===== src/logic/gemm_dims_pkg.sv =====
package gemm_dims_pkg;

    // tile geometry
    localparam int TILE_M = 2;
    localparam int TILE_N = 2;
    localparam int TILE_K = 2;

    // blocks along each dimension
    localparam int BLK_M = 2;
    localparam int BLK_N = 2;
    localparam int BLK_K = 2;

    // element widths
    localparam int A_W   = 8;   // activation, signed
    localparam int B_W   = 4;   // weight, signed
    localparam int ACC_W = 32;  // accumulator, wraps

    // buffer sizes
    localparam int P_DEPTH = BLK_M * BLK_K;
    localparam int Q_DEPTH = BLK_N * BLK_K;
    localparam int R_DEPTH = BLK_M * BLK_N;

    localparam int P_AW = $clog2(P_DEPTH);
    localparam int Q_AW = $clog2(Q_DEPTH);
    localparam int R_AW = $clog2(R_DEPTH);

    // registered levels of the reduction over kk
    localparam int TREE_LVL = $clog2(TILE_K);

    // element (m, kk) at m*TILE_K + kk
    typedef logic [TILE_M*TILE_K-1:0][A_W-1:0] a_tile_t;

    // element (n, kk) at n*TILE_K + kk
    typedef logic [TILE_N*TILE_K-1:0][B_W-1:0] b_tile_t;

    // element (m, n) at m*TILE_N + n
    typedef logic [TILE_M*TILE_N-1:0][ACC_W-1:0] c_tile_t;

    typedef logic [P_AW-1:0] p_addr_t;  // {i, k}
    typedef logic [Q_AW-1:0] q_addr_t;  // {j, k}
    typedef logic [R_AW-1:0] r_addr_t;  // {i, j}

endpackage


===== src/logic/gemm_ctrl_pkg.sv =====
package gemm_ctrl_pkg;

    import gemm_dims_pkg::*;

    typedef enum logic [1:0] {
        ST_WAIT       = 2'd0,
        ST_WORK       = 2'd1,
        ST_WRITE_BACK = 2'd2
    } engine_state_t;

    // host write ports
    typedef struct packed {
        logic    en;
        p_addr_t addr;
        a_tile_t data;
    } p_wr_t;

    typedef struct packed {
        logic    en;
        q_addr_t addr;
        b_tile_t data;
    } q_wr_t;

    typedef struct packed {
        logic    en;
        r_addr_t addr;
        c_tile_t data;
    } r_wr_t;

    typedef struct packed {
        logic    en;
        r_addr_t addr;
    } r_rd_t;

    localparam int TOTAL_STEPS = BLK_M * BLK_N * BLK_K;
    localparam int MAC_LATENCY = 2 + TREE_LVL;  // products, tree, accumulate
    localparam int RUN_CYCLES  = TOTAL_STEPS + MAC_LATENCY + 2;

    // step counter fields, k runs fastest
    localparam int BI_W = $clog2(BLK_M);
    localparam int BJ_W = $clog2(BLK_N);
    localparam int BK_W = $clog2(BLK_K);

    typedef struct packed {
        logic [BI_W-1:0] i;
        logic [BJ_W-1:0] j;
        logic [BK_W-1:0] k;
    } step_t;

endpackage


===== src/logic/tile_buffer.sv =====
`timescale 1ns/1ps

module tile_buffer #(
    parameter int DATA_W = 32,
    parameter int DEPTH  = 4
) (
    input  logic                     clk,
    input  logic                     rst,
    input  logic                     wr_en,
    input  logic [$clog2(DEPTH)-1:0] wr_addr,
    input  logic [DATA_W-1:0]        wr_data,
    input  logic                     rd_en,
    input  logic [$clog2(DEPTH)-1:0] rd_addr,
    output logic [DATA_W-1:0]        rd_data,
    output logic                     rd_valid
);

    logic [DATA_W-1:0] mem [DEPTH];

    always_ff @(posedge clk) begin
        if (wr_en) begin
            mem[wr_addr] <= wr_data;
        end
        if (rd_en) begin
            rd_data <= mem[rd_addr];  // old data on same-address collision
        end
    end

    always_ff @(posedge clk) begin
        if (rst) begin
            rd_valid <= 1'b0;
        end else begin
            rd_valid <= rd_en;
        end
    end

endmodule


===== src/logic/tile_mac.sv =====
`timescale 1ns/1ps

module tile_mac (
    input  logic                   clk,
    input  logic                   rst,
    input  gemm_dims_pkg::a_tile_t a_tile,
    input  gemm_dims_pkg::b_tile_t b_tile,
    input  logic                   opnd_valid,
    input  logic                   last_k,
    input  gemm_dims_pkg::c_tile_t c_tile,
    input  logic                   c_valid,
    output gemm_dims_pkg::c_tile_t acc_tile,
    output logic                   acc_valid
);

    import gemm_dims_pkg::*;

    // per output element a binary heap, leaves at TILE_K-1 .. 2*TILE_K-2, root at 0
    logic signed [ACC_W-1:0] node [TILE_M][TILE_N][2*TILE_K-1];

    // one flag bit per registered level, products at bit 0
    logic [TREE_LVL:0] vld_pipe;
    logic [TREE_LVL:0] last_pipe;

    // products into the leaves, pairwise sums up the heap
    always_ff @(posedge clk) begin
        for (int m = 0; m < TILE_M; m++) begin
            for (int n = 0; n < TILE_N; n++) begin
                for (int kk = 0; kk < TILE_K; kk++) begin
                    node[m][n][TILE_K-1+kk] <= $signed(a_tile[m*TILE_K+kk])
                                             * $signed(b_tile[n*TILE_K+kk]);
                end
                for (int x = 0; x < TILE_K - 1; x++) begin
                    node[m][n][x] <= node[m][n][2*x+1] + node[m][n][2*x+2];
                end
            end
        end
    end

    always_ff @(posedge clk) begin
        if (rst) begin
            vld_pipe  <= '0;
            last_pipe <= '0;
            acc_valid <= 1'b0;
        end else begin
            vld_pipe[0]  <= opnd_valid;
            last_pipe[0] <= opnd_valid & last_k;
            for (int l = 1; l <= TREE_LVL; l++) begin
                vld_pipe[l]  <= vld_pipe[l-1];
                last_pipe[l] <= last_pipe[l-1];
            end
            acc_valid <= vld_pipe[TREE_LVL] & last_pipe[TREE_LVL];
        end
    end

    // R data arrives only with the first k of a block
    always_ff @(posedge clk) begin
        if (vld_pipe[TREE_LVL]) begin
            for (int m = 0; m < TILE_M; m++) begin
                for (int n = 0; n < TILE_N; n++) begin
                    if (c_valid) begin
                        acc_tile[m*TILE_N+n] <= c_tile[m*TILE_N+n] + node[m][n][0];
                    end else begin
                        acc_tile[m*TILE_N+n] <= acc_tile[m*TILE_N+n] + node[m][n][0];
                    end
                end
            end
        end
    end

endmodule


===== src/logic/block_sequencer.sv =====
`timescale 1ns/1ps

module block_sequencer (
    input  logic                   clk,
    input  logic                   rst,
    input  logic                   start,
    input  gemm_ctrl_pkg::r_wr_t   host_r_wr,
    input  gemm_ctrl_pkg::r_rd_t   host_r_rd,
    input  gemm_dims_pkg::c_tile_t acc_tile,
    input  logic                   acc_valid,
    output logic                   p_rd_en,
    output gemm_dims_pkg::p_addr_t p_rd_addr,
    output logic                   q_rd_en,
    output gemm_dims_pkg::q_addr_t q_rd_addr,
    output gemm_ctrl_pkg::r_wr_t   r_wr,
    output gemm_ctrl_pkg::r_rd_t   r_rd,
    output logic                   last_k,
    output logic                   busy,
    output logic                   done
);

    import gemm_dims_pkg::*;
    import gemm_ctrl_pkg::*;

    engine_state_t state;
    step_t         step;
    logic          working;

    r_rd_t         rd_req;
    r_rd_t         rd_pipe [MAC_LATENCY-1];
    r_rd_t         eng_rd;

    logic          wb_en;
    r_addr_t       wb_addr;
    c_tile_t       wb_data;
    r_addr_t       wb_cnt;
    r_wr_t         eng_wr;

    assign working = (state == ST_WORK);
    assign busy    = (state != ST_WAIT);

    always_ff @(posedge clk) begin
        if (rst) begin
            state <= ST_WAIT;
            step  <= '0;
        end else begin
            case (state)
                ST_WAIT: begin
                    if (start) begin
                        state <= ST_WORK;
                        step  <= '0;
                    end
                end
                ST_WORK: begin
                    step <= step + 1'b1;
                    if (step == $bits(step_t)'(TOTAL_STEPS - 1)) begin
                        state <= ST_WRITE_BACK;
                    end
                end
                ST_WRITE_BACK: begin
                    if (done) begin  // last tile goes out on this edge
                        state <= ST_WAIT;
                    end
                end
                default: state <= ST_WAIT;
            endcase
        end
    end

    // one P/Q read per step
    assign p_rd_en   = working;
    assign q_rd_en   = working;
    assign p_rd_addr = {step.i, step.k};
    assign q_rd_addr = {step.j, step.k};

    always_comb begin
        rd_req.en   = working && (step.k == '0);
        rd_req.addr = {step.i, step.j};
    end

    // R read lines up with the block's first partial sum
    always_ff @(posedge clk) begin
        if (rst) begin
            for (int d = 0; d < MAC_LATENCY - 1; d++) begin
                rd_pipe[d] <= '0;
            end
            last_k <= 1'b0;
        end else begin
            rd_pipe[0] <= rd_req;
            for (int d = 1; d < MAC_LATENCY - 1; d++) begin
                rd_pipe[d] <= rd_pipe[d-1];
            end
            last_k <= working && (step.k == BK_W'(BLK_K - 1));  // same cycle as operands
        end
    end

    assign eng_rd = rd_pipe[MAC_LATENCY-2];

    always_ff @(posedge clk) begin
        if (rst) begin
            wb_en  <= 1'b0;
            wb_cnt <= '0;
            done   <= 1'b0;
        end else begin
            wb_en <= acc_valid;
            done  <= acc_valid && (wb_cnt == r_addr_t'(R_DEPTH - 1));
            if (acc_valid) begin
                wb_cnt <= wb_cnt + 1'b1;  // wraps for the next run
            end
        end
    end

    always_ff @(posedge clk) begin
        if (acc_valid) begin
            wb_addr <= wb_cnt;
            wb_data <= acc_tile;
        end
    end

    assign eng_wr = '{en: wb_en, addr: wb_addr, data: wb_data};

    // host owns the R port while idle
    always_comb begin
        if (busy) begin
            r_wr = eng_wr;
            r_rd = eng_rd;
        end else begin
            r_wr = host_r_wr;
            r_rd = host_r_rd;
        end
    end

endmodule


===== src/logic/gemm_top.sv =====
`timescale 1ns/1ps

module gemm_top (
    input  logic                   clk,
    input  logic                   rst,
    input  logic                   start,
    input  gemm_ctrl_pkg::p_wr_t   p_wr,
    input  gemm_ctrl_pkg::q_wr_t   q_wr,
    input  gemm_ctrl_pkg::r_wr_t   r_wr,
    input  gemm_ctrl_pkg::r_rd_t   r_rd,
    output logic                   busy,
    output logic                   done,
    output gemm_dims_pkg::c_tile_t c_out,
    output logic                   c_valid
);

    import gemm_dims_pkg::*;
    import gemm_ctrl_pkg::*;

    logic    p_rd_en;
    p_addr_t p_rd_addr;
    a_tile_t a_tile;
    logic    p_valid;

    logic    q_rd_en;
    q_addr_t q_rd_addr;
    b_tile_t b_tile;
    logic    q_valid;

    r_wr_t   buf_r_wr;
    r_rd_t   buf_r_rd;
    c_tile_t r_data;
    logic    r_valid;

    c_tile_t acc_tile;
    logic    acc_valid;
    logic    last_k;

    tile_buffer #(.DATA_W($bits(a_tile_t)), .DEPTH(P_DEPTH)) u_p_buf (
        .clk     (clk),
        .rst     (rst),
        .wr_en   (p_wr.en),
        .wr_addr (p_wr.addr),
        .wr_data (p_wr.data),
        .rd_en   (p_rd_en),
        .rd_addr (p_rd_addr),
        .rd_data (a_tile),
        .rd_valid(p_valid)
    );

    tile_buffer #(.DATA_W($bits(b_tile_t)), .DEPTH(Q_DEPTH)) u_q_buf (
        .clk     (clk),
        .rst     (rst),
        .wr_en   (q_wr.en),
        .wr_addr (q_wr.addr),
        .wr_data (q_wr.data),
        .rd_en   (q_rd_en),
        .rd_addr (q_rd_addr),
        .rd_data (b_tile),
        .rd_valid(q_valid)
    );

    tile_buffer #(.DATA_W($bits(c_tile_t)), .DEPTH(R_DEPTH)) u_r_buf (
        .clk     (clk),
        .rst     (rst),
        .wr_en   (buf_r_wr.en),
        .wr_addr (buf_r_wr.addr),
        .wr_data (buf_r_wr.data),
        .rd_en   (buf_r_rd.en),
        .rd_addr (buf_r_rd.addr),
        .rd_data (r_data),
        .rd_valid(r_valid)
    );

    tile_mac u_mac (
        .clk       (clk),
        .rst       (rst),
        .a_tile    (a_tile),
        .b_tile    (b_tile),
        .opnd_valid(p_valid & q_valid),
        .last_k    (last_k),
        .c_tile    (r_data),
        .c_valid   (r_valid),
        .acc_tile  (acc_tile),
        .acc_valid (acc_valid)
    );

    block_sequencer u_seq (
        .clk      (clk),
        .rst      (rst),
        .start    (start),
        .host_r_wr(r_wr),
        .host_r_rd(r_rd),
        .acc_tile (acc_tile),
        .acc_valid(acc_valid),
        .p_rd_en  (p_rd_en),
        .p_rd_addr(p_rd_addr),
        .q_rd_en  (q_rd_en),
        .q_rd_addr(q_rd_addr),
        .r_wr     (buf_r_wr),
        .r_rd     (buf_r_rd),
        .last_k   (last_k),
        .busy     (busy),
        .done     (done)
    );

    // engine's own R reads stay internal
    always_comb begin
        if (busy) begin
            c_out   = '0;
            c_valid = 1'b0;
        end else begin
            c_out   = r_data;
            c_valid = r_valid;
        end
    end

endmodule


===== config.mk =====
export PLATFORM = sky130hd
export DESIGN_NAME = gemm_top
export DESIGN_NICKNAME = d
export VERILOG_FILES = /design/src/logic/gemm_dims_pkg.sv /design/src/logic/gemm_ctrl_pkg.sv /design/src/logic/tile_buffer.sv /design/src/logic/tile_mac.sv /design/src/logic/block_sequencer.sv /design/src/logic/gemm_top.sv
export SDC_FILE = /design/constraint.sdc
export NUM_CORES = 2
export LEC_CHECK = 0
export BUFFER_PORTS_ARGS = -buffer_cell sky130_fd_sc_hd__buf_2
export CORE_MARGIN = 1
export CORE_UTILIZATION = 35
export CTS_CLUSTER_SIZE = 12
export DETAILED_ROUTE_END_ITERATION = 8
export PLACE_DENSITY = 0.49
export SYNTH_ARGS = -nofsm -noshare
export SYNTH_HDL_FRONTEND = slang
export SYNTH_SLANG_ARGS = --single-unit

===== constraint.sdc =====
create_clock -name clk -period 16.5 [get_ports clk]
set_input_delay 0.825 -clock clk [delete_from_list [all_inputs] [get_ports clk]]
set_output_delay 0.825 -clock clk [all_outputs]
set_load 0.02 [all_outputs]

Word-level counts from Yosys, hierarchy flattened
Memories as Yosys holds them, arrays and structs flattened. A register that Yosys moved wholly into a read port is not among the register bits.
Cells that the tools add are included.

word-level totals
  register bits after elaboration = 275
  latch bits = 0
  RAM bits = 1094
  ROM bits = 0
  input bits = 191
  output and inout bits = 131
  logic and storage cells = 94
  memories kept = 5

memory list
  memory         words  bits a word  rd ports  clocked after memory_dff  write ports  line                   RTL
  u_r_buf.mem    4      128          1         1                         1            tile_buffer.sv:18      logic [DATA_W-1:0] mem [DEPTH];
  u_mac.node     2      192          2         0                         2            tile_mac.sv:19         logic signed [ACC_W-1:0] node [TILE_M][TILE_N][2*TILE_K-1];
  u_p_buf.mem    4      32           1         1                         1            tile_buffer.sv:18
  u_q_buf.mem    4      16           1         1                         1            tile_buffer.sv:18
  u_seq.rd_pipe  2      3            2         0                         2            block_sequencer.sv:30  r_rd_t rd_pipe [MAC_LATENCY-1];

operators by class
  add/subtract/negate cells = 14
  multipliers = 8
  divide/modulo/power cells = 0
  magnitude comparators = 0
  equal/unequal tests = 7
  shifts and indexed selects = 0
  mux-type cells = 25
  bitwise logic cells = 5
  reduce and logical (&&, ||, !) cells = 8

operator list
  kind                                                   number
  adder 32 bit                                           12
  two-way mux 131 bit                                    1
  two-way mux 128 bit                                    1
  two-way mux 32 bit                                     4
  multiplier 8 x 4 -> 12 bit                             8
  two-way mux 3 bit                                      4
  two-way mux 1 bit                                      10
  two-way mux 2 bit                                      3
  case mux 2 bit (3 select lines)                        1
  case mux 3 bit (2 select lines)                        1
  equality test 2 bit, second input constant             2
  inequality test 2 x 1 -> 1 bit, second input constant  2
  nonzero test 2 bit                                     2
  adder 3 x 1 -> 3 bit, second input constant            1
  equality test 3 bit, second input constant             1
  logical AND 1 bit                                      3
  AND reduction 3 bit                                    1
  adder 2 x 1 -> 2 bit, second input constant            1
  AND 1 bit                                              2
  equality test 2 x 1 -> 1 bit, second input constant    1
  logical NOT 2 bit                                      1
  inequality test 2 bit, second input constant           1
  OR 1 bit                                               2
  AND reduction 2 bit                                    1
  inverter 1 bit                                         1

Logic depth before layout (Yosys ltp)
  depth after elaboration = 4
  depth in mapped cells = 17
  gate-level depth less buffers = 16

Cells and area by module
A second synthesis with hierarchy kept.

second synthesis, totals
  cell total of the unflattened synthesis = 4395
  area total of the unflattened synthesis = 66271.1 µm²

modules (own cells, without submodules)
  module                 times used  cells each  area each (µm²)  sequential area each (µm²)
  tile_mac               1           2806        28070.7          8428.1
  tile_buffer (u_r_buf)  1           802         22472.8          19238.5
  block_sequencer        1           332         6281.0           4224.1
  tile_buffer (u_p_buf)  1           205         5676.7           4824.6
  tile_buffer (u_q_buf)  1           106         2884.0           2422.3
  gemm_top               1           144         885.8            0.0

Worst setup path before layout
Ideal clock, no wire load.

  path type = input port to flip-flop
  from = in r_wr[129] (netlist bit)
  to = mem u_r_buf.mem[0][0] (netlist bit), enable pin
  library setup time = 0.617 ns
  arrival = 6.394 ns
  data required time = 15.883 ns
  slack = 9.489 ns
  stages on the path = 3
  path buffers = 0
  path through = nor3b_1 -> a31oi_1 -> nor2_1

between the ends
  longest elaborated chain between the ends = 1

ends and longest elaborated chain
  item                 line                    RTL
  start: declaration   gemm_top.sv:9           input gemm_ctrl_pkg::r_wr_t r_wr,
  two-way mux 131 bit  block_sequencer.sv:124  if (busy) begin
  end: declaration     tile_buffer.sv:18

Every way passes these cells.

Worst setup path after layout
  from = reg u_seq.state[0]
  to = mem u_r_buf.mem[1][55] (netlist bit), enable pin

between the ends
  longest elaborated chain between the ends = 4

ends and longest elaborated chain
  item                                     line                    RTL
  start: declaration                       block_sequencer.sv:25   engine_state_t state;
  start signal: assignment                 block_sequencer.sv:44   state <= ST_WAIT;
  start signal: assignment                 block_sequencer.sv:50   state <= ST_WORK;
  start signal: assignment                 block_sequencer.sv:57   state <= ST_WRITE_BACK;
  nonzero test 2 bit (*)                   block_sequencer.sv:40   assign busy = (state != ST_WAIT);
  two-way mux 131 bit (*)                  block_sequencer.sv:124
  two-way mux 1 bit                        tile_buffer.sv:21       if (wr_en) begin
  two-way mux 1 bit (not written as such)  tile_buffer.sv:22       mem[wr_addr] <= wr_data;

Mark *: on every way between the ends. The rest lies on a longest branch, timed or not.

==> impl_metrics.yaml <==
cts:
  clock_insertion_delay_worst_skew_ns: 0.79
  cts_buffers: 156
  htree_num_levels: 4
  cts-resized-gates: 0
  cts.root.buffer_cell: "clkbuf_16"
  clock_tree_from_tritoncts: "done"
  hold_buffers: 0
  clkSlewWorstSetupHoldPaths_ns: 0.06
  numClockSinks: 1385
  post_cts_buffers: 0
  cts_buffer_depth: 3
run:
  maxCapViolCount: 0
timing:
  max_slew.worst_pin.slew_ns: 1.208
  max_clock_freq_mhz: 211.2
  timing.final.crit_period_ns: 4.735
  final.setup_skew_ns: 0.02868
  final.period_utilization_pct: 28.70
  slew_violations: 0
  timing.max_slew.rel_slack_pct: 19.49
  final-hold-violation-count: 0
  worst_slack_ns: 11.76
  grt_setup_unrepaired: "no"
  totalNegativeSetupSlack_ns: 0
  finalSetupViolCount: 0
setup_path:
  cp.required_ns: 16.89
  critical_path.reg2reg.endpoint: "u_r_buf.mem[1][55]"
  worst_ep_arrival_time_ns: 5.13
  endpoint_kind: "flip-flop"
  ff2ff_path_depth: 7
  worst_setup_path_start_kind: "flip-flop"
  worst_r2r_startpoint: "u_seq.state[0]"
  criticalPathCategory: "reg -> reg"
  r2r_setup_slack_ns: 11.76
  critPathMaxFanout: 73
global_route:
  number_of_global_route_vias_before_repair: 37704
  overflow_left_after_global_routing: 0
  pin_count_of_the_biggest_net_entering_global_routing: 110
  antenna_found_initial: 27
  grt_first_pass_wirelength_um: 231700
  grt.total_usage_pct: 16.41
placement:
  portBuffers: 321
  placedCellCount: 7285
  dpl.hpwl_um: 106000
  placedInstanceArea_sq_um: 70000
  place_ws_ns: 11.63
  gpl_wtd_cong: 0.8439
logic_synthesis:
  netlist_area_before_placement_sq_um: 65410
  ys.flop_type: "edfxtp_1"
  synthSimpleGateAreaFrac_pct: 8.195
  count_of_different_cell_masters_after_synthesis: 80
  synth_seq_cells: 1385
  synthesis.instances: 4589
  synth.yosys.seq_area_share_pct: 59.81
  synth_enable_flop_cells: 1138
  synth_compound_gate_area_share_pct: 6.204
  async_flop_share_pct: 0
  ys_warn_count: 0
  yosys-mux-area-fraction_pct: 8.360
  synth_top_family_by_area: "adder cells"
  synth_xor_area_share_pct: 3.120
  synth.avg_cell_area_sq_um: 14.25
  synth-adder-area-share_pct: 12.04
  postSynthNetCount: 5299
final_layout:
  layout.nets: 5673
  synthToLayoutAreaGrowth_pct: 14.60
  multi_input_gate_area_sq_um: 24890
  final_common_cell: "edfxtp_1"
  mostFrequentLayoutCells: "edfxtp_1, nand2_1, ha_1"
  instances_no_fill: 7571
  area.sequential_sq_um: 39130
  fillCellCount: 17475
  share_of_post_route_cells_with_drive_strength_above_1_pct: 18.24
  layout.cell_area.non_filler_sq_um: 74960
worst_hold_path:
  worstHoldEndpoint: "u_q_buf.mem[0][2]"
  hp-class: "in -> reg"
  holdCritStartpoint: "q_wr[2]"
  whs_path_depth: 1
die:
  starting_utilization_of_the_core_area_pct: 35.27
  rows: 158
  chipHeight_um: 434.3
  io_pins: 322
  chipWidth_um: 434.3
  placeableCoreArea_sq_um: 185400
  dieArea_sq_um: 188600
routing:
  antenna_violating_nets_remaining: 0
  avgViaCountPerCell: 4.864
  routed-via-count: 36824
  wirelength_per_cell_um: 20.45
  routed_wl_um: 154800
  first_iter_violations: 2241
  detail_route.first_pass.iterations: 5
  route.detailed.drc: 0
run_status:
  run_status: "completed"
pwr:
  power.density_cell_area_nw_per_um2: 152.9
  fin_total_pwr_uw: 11460
  worst_ir_drop_vdd_mv: 0.08325
  static-leakage-power_uw: 0.02890
synth_stat cells, drive strengths merged, types with 42 or more instances:
library cell | number | share of area (%)
inv | 242 | 1.4
and2 | 280 | 2.7
xnor2 | 162 | 2.2
a21o | 91 | 1.0
mux2 | 122 | 2.1
clkbuf | 107 | 0.62
edfxtp | 1138 | 52
dfxtp | 247 | 7.6
nor2 | 146 | 0.84
xor2 | 71 | 0.95
a21oi | 193 | 1.5
mux4 | 176 | 6.1
o21bai | 43 | 0.49
nand2 | 529 | 3.0
nor2b | 42 | 0.41
o21ai | 134 | 1.0
fa | 184 | 5.6
ha | 335 | 6.4
sequential cells by signal, indices dropped and copies added (netlist names), 2 cells and up:
name             flops
u_p_buf.mem        128
u_r_buf.rd_data    128
u_mac.vld_pipe       2
u_p_buf.rd_data     32
u_mac.acc_tile     128
u_seq.wb_cnt         2
u_q_buf.mem         64
u_seq.eng_wr       128
u_seq.state          2
u_mac.last_pipe      2
u_mac.node         224
u_q_buf.rd_data     16
u_seq.wb_addr        2
u_seq.rd_pipe        6
u_seq.p_rd_addr      2
u_r_buf.mem        512
routing by layer:
| metal | vias to the layer above | track usage (%) | wire length (um) |
|---|---|---|---|
| met5 | - | 0 | 192 |
| met4 | 30 | 5.276 | 4611 |
| met3 | 251 | 3.162 | 7020 |
| met2 | 688 | 25.95 | 70980 |
| met1 | 18424 | 22.64 | 72040 |
| li1 | 17431 | - | - |
worst max path at each step:
stage                                start                  to  slack, ns  depth (start not counted)
after floorplan                  r_wr[129]   u_r_buf.mem[0][0]       9.49                          3
after global placement      u_seq.state[0]  u_r_buf.mem[1][56]      11.70                          7
after detailed placement    u_seq.state[0]  u_r_buf.mem[1][56]      11.63                          7
after CTS                   u_seq.state[0]  u_r_buf.mem[1][55]      11.63                          7
after global routing      u_r_buf.rd_valid  u_mac.acc_tile[94]      11.41                         13
final                       u_seq.state[0]  u_r_buf.mem[1][55]      11.76                          7
report_power, final:
part | switching, uW | internal (uW)
clock | 1400 | 1980
sequential | 239 | 4350
combinational | 2030 | 1470
total | 3670 | 7790
critical path, stage by stage, from the launching register on:
cell,delay [ns]
dfxtp_1,0.43
nor2_4,0.16
inv_6,0.53
buf_4,0.77
a31oi_1,0.34
nor2_4,0.28
buf_4,0.74
buf_4,0.75
stage by stage:
stage                     hold WS (ns)  util [%]
after floorplan                 0.3952         -
after global placement          0.3975     37.75
after detailed placement        0.4010     37.75
after CTS                       0.1598     40.42
after global routing            0.2050     40.42
final                           0.2580     40.42
cell families after synthesis:
group / count (synthesis)
AND/OR/NAND/NOR: 1131
adder cells (fa/ha/maj): 519
XOR/XNOR: 233
AO/OA/AOI/OAI: 621
buffers and inverters: 389
multiplexers: 311
flip-flops: 1385
layout make-up:
class,instances,share of cell area (%)
tap,2480,4.140
clock inverter,78,0.9064
sequential,1385,52.21
inverter,242,1.219
multi-input combinational,2815,33.21
timing repair buffer,363,2.614
clock buffer,204,5.690
antenna,4,0.01335
No activity file was read; power rests on OpenSTA's default activity.
